## src/gearbox_cfg.svh

```systemverilog
`ifndef GEARBOX_CFG_SVH
`define GEARBOX_CFG_SVH

// ------------------------------------------------------------------------
// Gearbox geometry
// ------------------------------------------------------------------------

// Width of one downstream nibble, the upstream word is twice this
`define GEARBOX_WIDTH 4

// ------------------------------------------------------------------------
// Display geometry and scan rate
// ------------------------------------------------------------------------

// Digits on the multiplexed seven-segment display
`define GEARBOX_DIGITS 8

// Clock cycles each digit stays selected, kept small for short runs
`define GEARBOX_REFRESH 4

`endif
```

## src/gearbox_pkg.sv

```systemverilog
`default_nettype none

`include "gearbox_cfg.svh"

package gearbox_pkg;

    // Two nibbles of a gearbox word, upper half sent first
    typedef struct packed {
        logic [`GEARBOX_WIDTH-1:0] hi;
        logic [`GEARBOX_WIDTH-1:0] lo;
    } gear_nib_s;

    // Same word seen as a raw byte or as a nibble pair
    typedef union packed {
        logic [2*`GEARBOX_WIDTH-1:0] word;
        gear_nib_s                   nib;
    } gear_word_u;

    // Which half of the word the datapath presents downstream
    typedef enum logic {
        HI,
        LO
    } half_e;

    // Fixed permutation walked by the pattern source
    localparam logic [`GEARBOX_WIDTH-1:0] pattern_table [0:15] = '{
        4'h2, 4'h6, 4'hd, 4'hb, 4'h7, 4'he, 4'hc, 4'h4,
        4'h1, 4'h0, 4'h9, 4'ha, 4'hf, 4'h5, 4'h8, 4'h3
    };

    // Hex digit codes, segment a in bit 7, dot in bit 0 left clear
    localparam logic [7:0] segment_table [0:15] = '{
        8'hfc, 8'h60, 8'hda, 8'hf2, 8'h66, 8'hb6, 8'hbe, 8'he0,
        8'hfe, 8'hf6, 8'hee, 8'h3e, 8'h9c, 8'h7a, 8'h9e, 8'h8e
    };

endpackage

`default_nettype wire

```

## src/gearbox_top.sv

```systemverilog
`default_nettype none

`include "gearbox_cfg.svh"

module gearbox_top (
    input  logic                        clk,
    input  logic                        reset,
    input  logic                        up_vld_in,
    input  logic                        down_rdy,
    output logic                        up_vld,
    output logic                        up_rdy,
    output logic [2*`GEARBOX_WIDTH-1:0] up_data,
    output logic                        down_vld,
    output logic [`GEARBOX_WIDTH-1:0]   down_data,
    output logic [7:0]                  abcdefgh,
    output logic [`GEARBOX_DIGITS-1:0]  digit
);

    import gearbox_pkg::*;

    // Control to datapath
    logic  load;
    half_e half;

    // ------------------------------------------------------------------------
    // Upstream word source
    // ------------------------------------------------------------------------

    pattern_source i_source (
        .clk       (clk),
        .reset     (reset),
        .up_vld_in (up_vld_in),
        .up_rdy    (up_rdy),
        .up_vld    (up_vld),
        .up_data   (up_data)
    );

    // ------------------------------------------------------------------------
    // 2-to-1 gearbox
    // ------------------------------------------------------------------------

    gearbox_ctrl i_ctrl (
        .clk      (clk),
        .reset    (reset),
        .up_vld   (up_vld),
        .up_rdy   (up_rdy),
        .down_rdy (down_rdy),
        .down_vld (down_vld),
        .load     (load),
        .half     (half)
    );

    gearbox_datapath i_datapath (
        .clk       (clk),
        .reset     (reset),
        .load      (load),
        .half      (half),
        .up_data   (up_data),
        .down_data (down_data)
    );

    // ------------------------------------------------------------------------
    // Display
    // ------------------------------------------------------------------------

    display_scan_timer i_timer (
        .clk   (clk),
        .reset (reset),
        .digit (digit)
    );

    seven_segment_display i_display (
        .digit     (digit),
        .up_vld    (up_vld),
        .up_data   (up_data),
        .down_vld  (down_vld),
        .down_data (down_data),
        .abcdefgh  (abcdefgh)
    );

endmodule

`default_nettype wire

```

## src/seven_segment_display.sv

```systemverilog
`default_nettype none

`include "gearbox_cfg.svh"

module seven_segment_display (
    input  logic [`GEARBOX_DIGITS-1:0] digit,
    input  logic                       up_vld,
    input  gearbox_pkg::gear_word_u    up_data,
    input  logic                       down_vld,
    input  logic [`GEARBOX_WIDTH-1:0]  down_data,
    output logic [7:0]                 abcdefgh
);

    import gearbox_pkg::*;

    localparam int SEL_W = $clog2(`GEARBOX_DIGITS);

    logic [SEL_W-1:0]          sel;
    logic [`GEARBOX_WIDTH-1:0] nibble;
    logic                      dot;
    logic                      blank;
    logic [7:0]                code;

    // ------------------------------------------------------------------------
    // Selected digit position
    // ------------------------------------------------------------------------

    always_comb begin
        sel = '0;
        for (int i = 0; i < `GEARBOX_DIGITS; i++) begin
            if (digit[i])
                sel = SEL_W'(i);
        end
    end

    // ------------------------------------------------------------------------
    // Digit contents
    // ------------------------------------------------------------------------

    always_comb begin
        nibble = '0;
        dot    = 1'b0;
        blank  = 1'b0;
        case (sel)
            7: begin
                nibble = up_data.nib.hi;
                dot    = up_vld;
            end
            6: begin
                nibble = up_data.nib.lo;
                dot    = up_vld;
            end
            // Separator between upstream and downstream
            1: begin
                blank = 1'b1;
            end
            // Downstream nibble only while it is valid
            0: begin
                nibble = down_data;
                blank  = ~down_vld;
            end
            // Digits 5 to 2 show a plain zero
            default: begin
                nibble = '0;
            end
        endcase
    end

    // ------------------------------------------------------------------------
    // Segment encoding
    // ------------------------------------------------------------------------

    assign code = segment_table[nibble];

    always_comb begin
        if (blank)
            abcdefgh = 8'b0000_0000;
        else
            abcdefgh = {code[7:1], dot};
    end

endmodule

`default_nettype wire

```

## src/display_scan_timer.sv

```systemverilog
`default_nettype none

`include "gearbox_cfg.svh"

module display_scan_timer (
    input  logic                       clk,
    input  logic                       reset,
    output logic [`GEARBOX_DIGITS-1:0] digit
);

    // Extra count bit keeps the width nonzero for a refresh of one
    localparam int CNT_W = $clog2(`GEARBOX_REFRESH + 1);

    logic [CNT_W-1:0] refresh_cnt;
    logic             step;

    assign step = (refresh_cnt == CNT_W'(`GEARBOX_REFRESH - 1));

    // Cycles spent on the current digit
    always_ff @(posedge clk) begin
        if (reset)
            refresh_cnt <= '0;
        else if (step)
            refresh_cnt <= '0;
        else
            refresh_cnt <= refresh_cnt + 1'b1;
    end

    // One-hot select, rotates toward the top digit and wraps to digit 0
    always_ff @(posedge clk) begin
        if (reset)
            digit <= `GEARBOX_DIGITS'(1);
        else if (step)
            digit <= {digit[`GEARBOX_DIGITS-2:0], digit[`GEARBOX_DIGITS-1]};
    end

endmodule

`default_nettype wire

```

## src/gearbox_datapath.sv

```systemverilog
`default_nettype none

`include "gearbox_cfg.svh"

module gearbox_datapath (
    input  logic                      clk,
    input  logic                      reset,
    input  logic                      load,
    input  gearbox_pkg::half_e        half,
    input  gearbox_pkg::gear_word_u   up_data,
    output logic [`GEARBOX_WIDTH-1:0] down_data
);

    import gearbox_pkg::*;

    // ------------------------------------------------------------------------
    // Word register
    // ------------------------------------------------------------------------

    gear_word_u word_q;

    // Captured on every upstream transfer
    always_ff @(posedge clk) begin
        if (reset)
            word_q <= '0;
        else if (load)
            word_q <= up_data;
    end

    // ------------------------------------------------------------------------
    // Half selector
    // ------------------------------------------------------------------------

    always_comb begin
        if (half == HI)
            down_data = word_q.nib.hi;
        else
            down_data = word_q.nib.lo;
    end

    // Holds under back-pressure because neither load nor half moves
    // until the downstream side accepts

endmodule

`default_nettype wire

```

## src/gearbox_ctrl.sv

```systemverilog
`default_nettype none

module gearbox_ctrl (
    input  logic               clk,
    input  logic               reset,
    input  logic               up_vld,
    output logic               up_rdy,
    input  logic               down_rdy,
    output logic               down_vld,
    output logic               load,
    output gearbox_pkg::half_e half
);

    import gearbox_pkg::*;

    // ------------------------------------------------------------------------
    // State
    // ------------------------------------------------------------------------

    // EMPTY when full_q is low, otherwise HI or LO as held in half_q
    logic  full_q;
    half_e half_q;

    logic  in_lo;
    logic  up_xfer;
    logic  down_xfer;

    assign in_lo = full_q & (half_q == LO);

    // ------------------------------------------------------------------------
    // Handshakes
    // ------------------------------------------------------------------------

    // EMPTY takes a word at once, LO takes one as the low nibble leaves
    assign up_rdy    = ~full_q | (in_lo & down_rdy);
    assign up_xfer   = up_vld & up_rdy;
    assign down_xfer = full_q & down_rdy;

    // ------------------------------------------------------------------------
    // Transitions
    // ------------------------------------------------------------------------

    always_ff @(posedge clk) begin
        if (reset) begin
            full_q <= 1'b0;
            half_q <= HI;
        end else if (up_xfer) begin
            // New word, high nibble goes first
            full_q <= 1'b1;
            half_q <= HI;
        end else if (down_xfer) begin
            if (half_q == HI) begin
                half_q <= LO;
            end else begin
                // Low nibble gone and nothing new arrived
                full_q <= 1'b0;
                half_q <= HI;
            end
        end
    end

    // ------------------------------------------------------------------------
    // Outputs
    // ------------------------------------------------------------------------

    assign down_vld = full_q;
    assign load     = up_xfer;
    assign half     = half_q;

endmodule

`default_nettype wire

```

## src/pattern_source.sv

```systemverilog
`default_nettype none

`include "gearbox_cfg.svh"

module pattern_source (
    input  logic                   clk,
    input  logic                   reset,
    input  logic                   up_vld_in,
    input  logic                   up_rdy,
    output logic                   up_vld,
    output gearbox_pkg::gear_word_u up_data
);

    import gearbox_pkg::*;

    // ------------------------------------------------------------------------
    // Index counter
    // ------------------------------------------------------------------------

    logic [3:0] index;
    logic [3:0] index_pair;
    logic       up_xfer;

    assign up_xfer = up_vld & up_rdy;

    // Moves to the next table entry once the current word is taken
    always_ff @(posedge clk) begin
        if (reset)
            index <= 4'd0;
        else if (up_xfer)
            index <= index + 4'd1;
    end

    // ------------------------------------------------------------------------
    // Word formation
    // ------------------------------------------------------------------------

    // Partner entry two places away in the table
    assign index_pair = index ^ 4'd2;

    always_comb begin
        up_data.nib.hi = pattern_table[index];
        up_data.nib.lo = pattern_table[index_pair];
    end

    // Valid comes straight from the outside request
    assign up_vld = up_vld_in;

    // The word only changes after a transfer, so it holds while valid
    // waits for ready

endmodule

`default_nettype wire

```

## config.mk

```make
export PLATFORM = sky130hd
export DESIGN_NAME = gearbox_top
export DESIGN_NICKNAME = d
export VERILOG_FILES = /design/src/gearbox_pkg.sv /design/src/gearbox_top.sv /design/src/seven_segment_display.sv /design/src/display_scan_timer.sv /design/src/gearbox_datapath.sv /design/src/gearbox_ctrl.sv /design/src/pattern_source.sv
export VERILOG_INCLUDE_DIRS = /design/src
export SDC_FILE = /design/constraint.sdc
export NUM_CORES = 1
export LEC_CHECK = 0
export BUFFER_PORTS_ARGS = -buffer_cell sky130_fd_sc_hd__buf_4
export CAP_MARGIN = 20
export CORE_UTILIZATION = 49
export DETAILED_ROUTE_END_ITERATION = 8
export PLACE_DENSITY_LB_ADDON = 0.3
export SYNTH_ARGS = -nofsm -noshare
export SYNTH_HDL_FRONTEND = slang
export SYNTH_HIERARCHICAL = 1
export SYNTH_SLANG_ARGS = --single-unit
```

## constraint.sdc

```tcl
create_clock -name clk -period 3 [get_ports clk]
set_clock_uncertainty 0.15 [all_clocks]
set_input_delay 0.15 -clock clk [delete_from_list [all_inputs] [get_ports clk]]
set_output_delay 0.15 -clock clk [all_outputs]
set_load 0.05 [all_outputs]
```

Word-level counts from Yosys, hierarchy flattened. Memories as Yosys holds them, arrays and structs flattened. Cells that the tools add are included.

Bits in registers: 25. ROM bits: 256. Input port bits: 4. Output and inout bits: 31. Memories kept: 3.

Memories: (name not given) (words 16, bits a word 8, rd ports 1, clocked after memory_dff 0, wr ports 0, line seven_segment_display.sv:73) `assign code = segment_table[nibble];`; (name not given) (words 16, bits a word 4, rd ports 1, clocked after memory_dff 0, wr ports 0, line pattern_source.sv:42) `up_data.nib.hi = pattern_table[index];`; (name not given) (words 16, bits a word 4, rd ports 1, clocked after memory_dff 0, wr ports 0, line pattern_source.sv:43) `up_data.nib.lo = pattern_table[index_pair];`.

Add/subtract/negate cells: 2. Order comparisons: 3. Equality and inequality tests: 4. Mux-type cells: 22. Bitwise gates (word level): 10. Reduce and logical (&&, ||, !) cells: 7.

Operators with widths (number): $mux 8 (3); $mux 4 (5); $ge 5x5->1 const B (3); $not 4->5 (3); $mux 3 (4); $pmux 4 s3 (1); $eq 3x3->1 const B (2); $mux 1 (6); $reduce_or 2->1 (3); $add 4x1->4 const B (1); $and 1x1->1 (4); $mux 2 (2); $reduce_bool 2->1 (2); $add 3x1->3 const B (1); $eq 3x1->1 const B (1); $eq 3x2->1 const B (1); $logic_not 3->1 (1); $not 1->1 (2); $pmux 1 s2 (1); $reduce_and 2->1 (1); $or 1x1->1 (1).

Logic depth before layout (Yosys ltp). Gate-level depths: netlist of the first run.

Word-level depth: 14. Depth in mapped cells: 13. Depth with buffers taken out: 13.

Hierarchy. Netlist of the first run, hierarchy kept.

By module, submodules not included: pattern_source (times used 1, cells each 53, area an instance 430.4 um2, seq. area each 80.1 um2); seven_segment_display (times used 1, cells each 50, area an instance 396.6 um2, seq. area each 0.0 um2); display_scan_timer (times used 1, cells each 35, area an instance 395.4 um2, seq. area each 220.2 um2); gearbox_datapath (times used 1, cells each 30, area an instance 330.3 um2, seq. area each 160.2 um2); gearbox_ctrl (times used 1, cells each 11, area an instance 116.4 um2, seq. area each 40.0 um2).

Worst setup path after synthesis of the first run. No wires, ideal clock.

Kind: reg2out. Start: register i_source.index[0]. End: output port abcdefgh[7]. Arrival time: 4.588 ns. Setup slack: -1.888 ns. Cell stages (with the launch flop): 9. Buffers on the path: 0. Path through: dfxtp_1 inv_1 ha_1 inv_1 mux2i_1 o21ai_0 a222oi_1 ha_1 o41ai_1.

Cells in the longest elaborated chain, start to end: 10. Elaborated cells between the ends (all ways): 14. Those cells by class: mux (8); bitwise (3); memory (3).

Ends and longest elaborated chain: from (decl) (line pattern_source.sv:20) `logic [3:0] index;`; from (signal assigned) (line pattern_source.sv:31) `index <= index + 4'd1;`; $not 4->5 (not written as such) (line pattern_source.sv:42); $mem_v2 16x4; $mux 4 (not written as such) (2 in series) (line pattern_source.sv:42); named net up_data[5] (line gearbox_top.sv:12) `` output logic [2*`GEARBOX_WIDTH-1:0] up_data, ``; $pmux 4 s3 (line seven_segment_display.sv:44) `case (sel)`; $not 4->5 (not written as such) (line seven_segment_display.sv:73); $mem_v2 16x8; $mux 8 (not written as such) (2 in series) (line seven_segment_display.sv:73); $mux 8 (line seven_segment_display.sv:76) `if (blank)`; to (decl) (line gearbox_top.sv:15) `output logic [7:0] abcdefgh,`.

The timed path passes the listed nets, and every way through them passes these cells. The select of a mux whose other input is x is not followed.

Final worst setup path of the first run.
Start: register i_source.index[1]. End: output port abcdefgh[1].

Cells in the longest elaborated chain, start to end: 11. Elaborated cells between the ends (all ways): 15. Those cells by class: mux (8); bitwise (4); memory (3).

Ends and longest elaborated chain (line): $not 1->1 (no source line); $not 4->5 (not written as such) (pattern_source.sv:43); $mem_v2 16x4; $mux 4 (not written as such) (2 in series) (pattern_source.sv:43); $pmux 4 s3 * (seven_segment_display.sv:44); $not 4->5 (not written as such) * (seven_segment_display.sv:73); $mem_v2 16x8 *; $mux 8 (not written as such) * (2 in series) (seven_segment_display.sv:73); $mux 8 * (seven_segment_display.sv:76).

Every way passes the cells marked *; elsewhere a longest branch is shown, timed or not. The select of a mux whose other input is x is not followed.

==> qor.yml, run 1 <==
status: "finished with violations"
violations: "setup timing"
ctsLongestPathBuffers: 2
period_share: 1.10
io-pin-count: 35
diodes: 0
grtUsageMet2: 0.425
async_flop_share: 0
synth-seq-cells: 25
ys_top_cells_by_area: "dfxtp_1, mux2i_1, ha_1"
yosysUniqueCellTypes: 49
drive_gt1_frac: 0.443
setup-violations-final: 7
path_max_fanout: 5
dr.pass1.iters: 4
slew_viol_final: 0
critical_path_class: "register to output pin"
grt_pass1_wl_mm: 6.55
r2r_cells: 7
yosysTopAreaCell: "dfxtp_1"
rsz0062_at_grt: "yes"
synth-main-ff-cell: "dfxtp_1"
fin_util: 0.744
synth_adder_area_share: 0.105
hold_start: "reset"
switching_share: 0.406
rows: 20
final_net_count: 249
dieArea_sq_um: 3640
maxCapViolations: 0
viasPerCell: 5.53
synth.cell_area_sq_um: 1670
slowest_delay_ns: 0.49
die_w_microns: 60.4
synth.avg_cell_area_sq_um: 9.32
gp_congestion: 0.854
grt.overflow.total: 0
final_common_cell: "buf_4"
setup_slack_ns: -0.313
grt_start_max_net_pins: 27
cts_tree: "yes"
clkLatencyLatePin_ns: 0.33
fmax_mhz: 302
cts_max_level: 1
placed_cells: 261
hpwl_mm: 2.94
synth_top_area_share: 0.300
core_sq_um: 3150
track_usage: 0.235
antenna_found_initial: 0
yosysWarnings: 6
cp-start-kind: "register"
synth_compound_gate_area_share: 0.169
initial_utilization: 0.529
syn_inst: 179
holdPathStages: 2
cts_inserted_buffers: 3
worstMarginPinSlew_ns: 0.543
synth_top_family_by_area: "simple AND/OR/NAND/NOR gates"
synth_mux_area_frac: 0.172
wl_per_cell_microns: 15.5
drtIter0Drc: 94
min_to: "i_ctrl/down_vld"
gr-usage-met1: 0.304
power_switching_mw: 0.389
mostFrequentLayoutCells: "buf_4, dfxtp_1, nor2_1, mux2i_1, ha_1"
drcViolationCount: 0
grt_pass1_vias: 1447
p_clk_frac: 0.170
hold_viol_final: 0
path_clk_slew_ns: 0.14
r2r_slack_ns: 1.09
syn2layout_area_growth_pct: 40.6
syn_nets: 197
clk_root_buffer_cell: "clkbuf_4"
synth_xor_area_frac: 0.0105
relSlewSlack: 0.638
cts.sinks: 25
path_cells: "inv_6, ha_4, or2_0, mux4_2, a22o_1, a21oi_4, inv_2, ha_4, inv_4, a21oi_4, a21o_1, a221oi_4, buf_6"
busiest_layer: "met2"
combinationalPowerShare: 0.446
fin_cells: 274
min_period_ns: 3.31
vias: 1514
dp_slack_ns: 0.0420
worstHoldPathType: "input pin to register"
final_antenna_net_count: 0
cp.required_ns: 2.70
seqPwrFrac: 0.384
finalWirelength_mm: 4.24
synthSimpleGateAreaFrac: 0.177
peakVddDrop_mv: 0.332
use_met3: 0.0341
cp_slowest_cell: "mux4_2"
synth_edf_count: 0
fillers: 229
reg2reg_to: "i_datapath/word_q[4]"
final_area_sq_um: 2350
whs_ns: 0.0158
power_density_nw_per_um2: 408
r2r-start: "i_source/index[1]"
place_area_sq_um: 2130
end_kind: "output pin"
synth-seq-area-share: 0.300
crit_arrival_ns: 3.01
p_leak_nw: 1.01
p_int_mw: 0.569
port_buffers: 34
die_height_microns: 60.4
-- registers in the layout, indices dropped and copies added (netlist names) --
signal,cells
i_ctrl/down_vld,1
i_ctrl/half,1
i_datapath/word_q,8
i_source/index,4
i_timer/digit,8
i_timer/refresh_cnt,3
-- critical path: cells and delay by family, from the launching register on --
kind	cells	cell delay, ns
AND/OR/NAND/NOR	1	0.20
multiplexers	1	0.49
AO/OA/AOI/OAI	5	0.87
flip-flops	1	0.43
adder cells (fa/ha/maj)	2	0.33
buffers and inverters	4	0.37
-- what timing repair did --
action | in CTS | in global routing
endpoints found under the hold margin | 3 | 0
resized for setup | 16 | 6
hold buffers | 2 | 0
setup buffers | 2 | 5
pin swaps | 6 | 7
endpoints found under the setup margin | 7 | 7
-- power groups by stage --
| stage | combinational [mW] | clock, mW | sequential [mW] |
|---|---|---|---|
| global route | 0.454 | 0.182 | 0.370 |
| finish | 0.426 | 0.163 | 0.368 |
| detailed placement | 0.388 | 0 | 0.375 |
| global placement | 0.376 | 0 | 0.373 |
| CTS | 0.413 | 0.163 | 0.368 |
| floorplan | 0.278 | 0 | 0.383 |
-- layout make-up --
type                            count  area (sq um)  area share
Multi-Input combinational cell    134          1250       0.534
Clock inverter                      1          6.26     0.00267
Clock buffer                        3          22.5     0.00959
Tap cell                           44          55.1      0.0235
Inverter                           12          55.1      0.0235
Timing Repair Buffer               55           448       0.191
Sequential cell                    25           508       0.216
-- worst max path at each step --
stage               cells past startpoint         startpoint           to  slack (ns)
finish                                 13  i_source/index[1]  abcdefgh[1]       -0.31
global placement                       13  i_source/index[0]  abcdefgh[1]        0.09
CTS                                    12  i_source/index[1]  abcdefgh[4]       -0.29
global route                           12  i_source/index[1]  abcdefgh[4]       -0.45
floorplan                               8  i_source/index[1]  abcdefgh[3]       -0.34
detailed placement                     13  i_source/index[1]  abcdefgh[1]        0.04
-- Yosys cell counts (2+ instances only) --
cell type,n
nor2_1,23
a22o_1,2
or2_0,2
buf_6,4
mux2i_1,19
a221oi_1,4
mux2_2,4
nor3_1,6
nand3_1,2
and2_4,2
a21o_1,2
nand2_1,8
dfxtp_1,25
inv_1,12
a21oi_1,8
buf_2,2
mux4_1,2
nor2b_1,3
ha_1,14
o21ai_0,5
a22oi_1,2
-- per-layer routing --
| layer | up-vias | part of all wire |
|---|---|---|
| met5 | - | 0 |
| met4 | 0 | 0.0033 |
| met3 | 2 | 0.033 |
| met2 | 32 | 0.51 |
| met1 | 735 | 0.45 |
| li1 | 745 | - |
-- cells by family after synthesis --
logic type	after synthesis
and+or+nand+nor	56
AOI/OAI and AO/OA	37
muxes	25
DFF	25
buffers and inverters	20
adders and majority gates	14
xor gates and xnor gates	2
-- through the flow --
stage,total power [mW],setup TNS [ns]
floorplan,0.661,-1.87
global placement,0.749,0
detailed placement,0.762,0
CTS,0.944,-1.48
global route,1.01,-2.69
finish,0.957,-1.68
Note: power is estimated with default switching activity, not from simulation.
==> run 2, diff against run 1 <==
--- a/config.mk
+++ b/config.mk
@@ -8,6 +8,7 @@
 export LEC_CHECK = 0
 export BUFFER_PORTS_ARGS = -buffer_cell sky130_fd_sc_hd__buf_4
 export CAP_MARGIN = 20
+export CORE_ASPECT_RATIO = 1.5
 export CORE_UTILIZATION = 49
 export DETAILED_ROUTE_END_ITERATION = 8
 export PLACE_DENSITY_LB_ADDON = 0.3
==> run 2 against run 1 <==
Against the previous run: the run still ends with setup timing left; worst setup slack gained 0.088 ns; cell count up 0.36%; sequential cell count did not move; sequential power barely moved; total power rose by 7.7%; routed wire length is 7.7% higher; count of clock-buffer cells in the layout unchanged; critical path type unchanged; largest cell class unchanged.
==> qor.yml, run 2 (synthesis results as in run 1) <==
power_density_nw_per_um2: 418  # was 408 nW/um^2
path_buf_inv: 4  # unchanged
setup-violations-final: 7  # unchanged
cts_max_level: 1  # unchanged
diodes: 0  # unchanged
p_int_mw: 0.629  # was 0.569 mW
cpLargestDelayFamily: "compound AO/OA/AOI/OAI gates"  # unchanged
peakVddDrop_mv: 0.485  # was 0.332 mV
final_area_sq_um: 2470  # was 2350 sq um
startpoint: "i_source/index[0]"  # was i_source/index[1]
die_w_microns: 49.7  # was 60.4 microns
cp_slowest_cell: "mux4_2"  # unchanged
critical_path_class: "register to output pin"  # unchanged
power.total_mw: 1.03  # was 0.957 mW
grt.overflow.total: 0  # unchanged
worstMarginPinSlew_ns: 0.564  # was 0.543 ns
rows: 25  # was 20
grt_start_max_net_pins: 27  # unchanged
fillers: 210  # was 229
track_usage: 0.250  # was 0.235
worstHoldPathType: "input pin to register"  # unchanged
switching_share: 0.390  # was 0.406
io-pin-count: 35  # unchanged
rsz0062_at_grt: "yes"  # unchanged
maxCapViolations: 0  # unchanged
core_sq_um: 3190  # was 3150 sq um
cts_tree: "yes"  # unchanged
cp.required_ns: 2.70  # about the same
hold_viol_final: 0  # unchanged
seqPwrFrac: 0.357  # was 0.384
power_switching_mw: 0.402  # was 0.389 mW
cp_num_cells: 13  # unchanged
dieArea_sq_um: 3650  # was 3640 sq um
initial_utilization: 0.523  # was 0.529
violations: "setup timing"  # unchanged
ctsLongestPathBuffers: 2  # unchanged
path_max_fanout: 5  # unchanged
path_clk_slew_ns: 0.09  # was 0.14 ns
finalWirelength_mm: 4.57  # was 4.24 mm
gp_congestion: 0.871  # was 0.854
drive_gt1_frac: 0.489  # was 0.443
place_area_sq_um: 2140  # was 2130 sq um
status: "finished with violations"  # unchanged
cts_inserted_buffers: 3  # unchanged
cts.sinks: 25  # unchanged
reg_top3: "i_datapath/word_q x8, i_timer/digit x8, i_source/index x4"  # unchanged
grt_pass1_vias: 1548  # was 1447
mostFrequentLayoutCells: "buf_4, dfxtp_1, nor2_1, mux2i_1, buf_6"  # was buf_4, dfxtp_1, nor2_1, mux2i_1, ha_1
crit_end: "abcdefgh[4]"  # was abcdefgh[1]
slew_viol_final: 0  # unchanged
wl_per_cell_microns: 16.6  # was 15.5 microns
dr.pass1.iters: 4  # unchanged
drtIter0Drc: 27  # was 94
port_buffers: 34  # unchanged
p_clk_frac: 0.198  # was 0.170
setup_slack_ns: -0.225  # was -0.313 ns
r2r-start: "i_source/index[0]"  # was i_source/index[1]
p_leak_nw: 1.04  # was 1.01 nW
clk_root_buffer_cell: "clkbuf_8"  # was clkbuf_4
antenna_found_initial: 0  # unchanged
grt_pass1_wl_mm: 7.05  # was 6.55 mm
fin_util: 0.773  # was 0.744
cp-start-kind: "register"  # unchanged
period_share: 1.08  # was 1.10
clkLatencyLatePin_ns: 0.27  # was 0.33 ns
crit_arrival_ns: 2.93  # was 3.01 ns
hpwl_mm: 3.17  # was 2.94 mm
end_kind: "output pin"  # unchanged
reg2reg_to: "i_datapath/word_q[4]"  # unchanged
hold_buffers: 0  # was 2
syn2layout_area_growth_pct: 47.8  # was 40.6%
min_period_ns: 3.23  # was 3.31 ns
r2r_cells: 7  # unchanged
path_cells: "inv_8, ha_4, or2_0, mux4_2, a22o_1, a21oi_4, buf_6, buf_6, ha_4, a21oi_4, a21oi_2, a21o_2, buf_8"  # was inv_6, ha_4, or2_0, mux4_2, a22o_1, a21oi_4, inv_2, ha_4, inv_4, a21oi_4, a21o_1, a221oi_4, buf_6
drcViolationCount: 0  # unchanged
r2r_slack_ns: 1.12  # was 1.09 ns
final_antenna_net_count: 0  # unchanged
relSlewSlack: 0.624  # was 0.638
combinationalPowerShare: 0.445  # was 0.446
holdPathStages: 3  # was 2
final_common_cell: "buf_4"  # unchanged
die_height_microns: 73.5  # was 60.4 microns
fmax_mhz: 310  # was 302 MHz
vias: 1561  # was 1514
final_net_count: 254  # was 249
slowest_delay_ns: 0.47  # was 0.49 ns
viasPerCell: 5.68  # was 5.53
[run 2: cell count changes in the layout (fill, tap and decap cells not counted), moves of 2 or more]
| cell | previous run | this run |
|---|---|---|
| ha_4 | 4 | 7 |
| buf_4 | 46 | 50 |
| a21oi_1 | 5 | 3 |
| buf_6 | 6 | 9 |
| clkbuf_4 | 3 | 0 |
| dlygate4sd3_1 | 2 | 0 |
| clkbuf_8 | 0 | 3 |
| ha_1 | 9 | 5 |
[run 2: stage by stage]
stage          TNS, ns  hold WS (ns)  cells  setup slack, ns
2_1_floorplan    -1.87        0.0594    179           -0.343
3_3_place_gp         0         0.263    258           0.0729
3_5_place_dp   -0.0859         0.288    258          -0.0452
4_1_cts          -1.33       0.00741    269           -0.268
5_1_grt          -1.88        0.0261    275           -0.317
6_report         -1.26        0.0164    275           -0.225
[run 2: repair_timing]
item / 4_1_cts / 5_1_grt
gates resized for setup: 23 / 13
endpoints found under the setup margin: 7 / 7
setup buffers: 7 / 6
pin swaps: 8 / 12
[run 2: power by group through the flow]
stage,clock (mW),sequential [mW],combinational [mW]
2_1_floorplan,0,0.383,0.278
3_3_place_gp,0,0.373,0.375
6_report,0.205,0.368,0.458
3_5_place_dp,0,0.376,0.385
5_1_grt,0.220,0.371,0.481
4_1_cts,0.212,0.368,0.427
[run 2: area by class of cell]
class / count / area [sq um] / area share
clock buffer: 3 / 41.3 / 0.0167
clock inverter: 1 / 6.26 / 0.00254
inverter: 12 / 57.6 / 0.0233
multi-input combinational: 134 / 1310 / 0.532
sequential: 25 / 508 / 0.206
tap: 40 / 50.0 / 0.0203
timing repair buffer: 60 / 492 / 0.199
[run 2: worst min path at each step]
stage                           startpoint                endpoint  slack, ns
global placement    i_timer/refresh_cnt[0]  i_timer/refresh_cnt[0]       0.26
finish                           up_vld_in         i_ctrl/down_vld       0.02
global route                     up_vld_in         i_ctrl/down_vld       0.03
detailed placement  i_timer/refresh_cnt[0]  i_timer/refresh_cnt[0]       0.29
floorplan                            reset       i_source/index[1]       0.06
CTS                              up_vld_in         i_ctrl/down_vld      0.007
[run 2: routing by layer]
metal / global-route usage / wire length (microns) / vias up
li1: - / - / 754
met1: 0.255 / 1690 / 758
met2: 0.503 / 2640 / 37
met3: 0.0269 / 112 / 12
met4: 0.0952 / 131 / 0
met5: 0 / 0 / -
[run 2: tightest hold or removal path, cell delays in order]
cell and delay [ns]:
buf_4 0.14, inv_1 0.06, a21oi_2 0.04
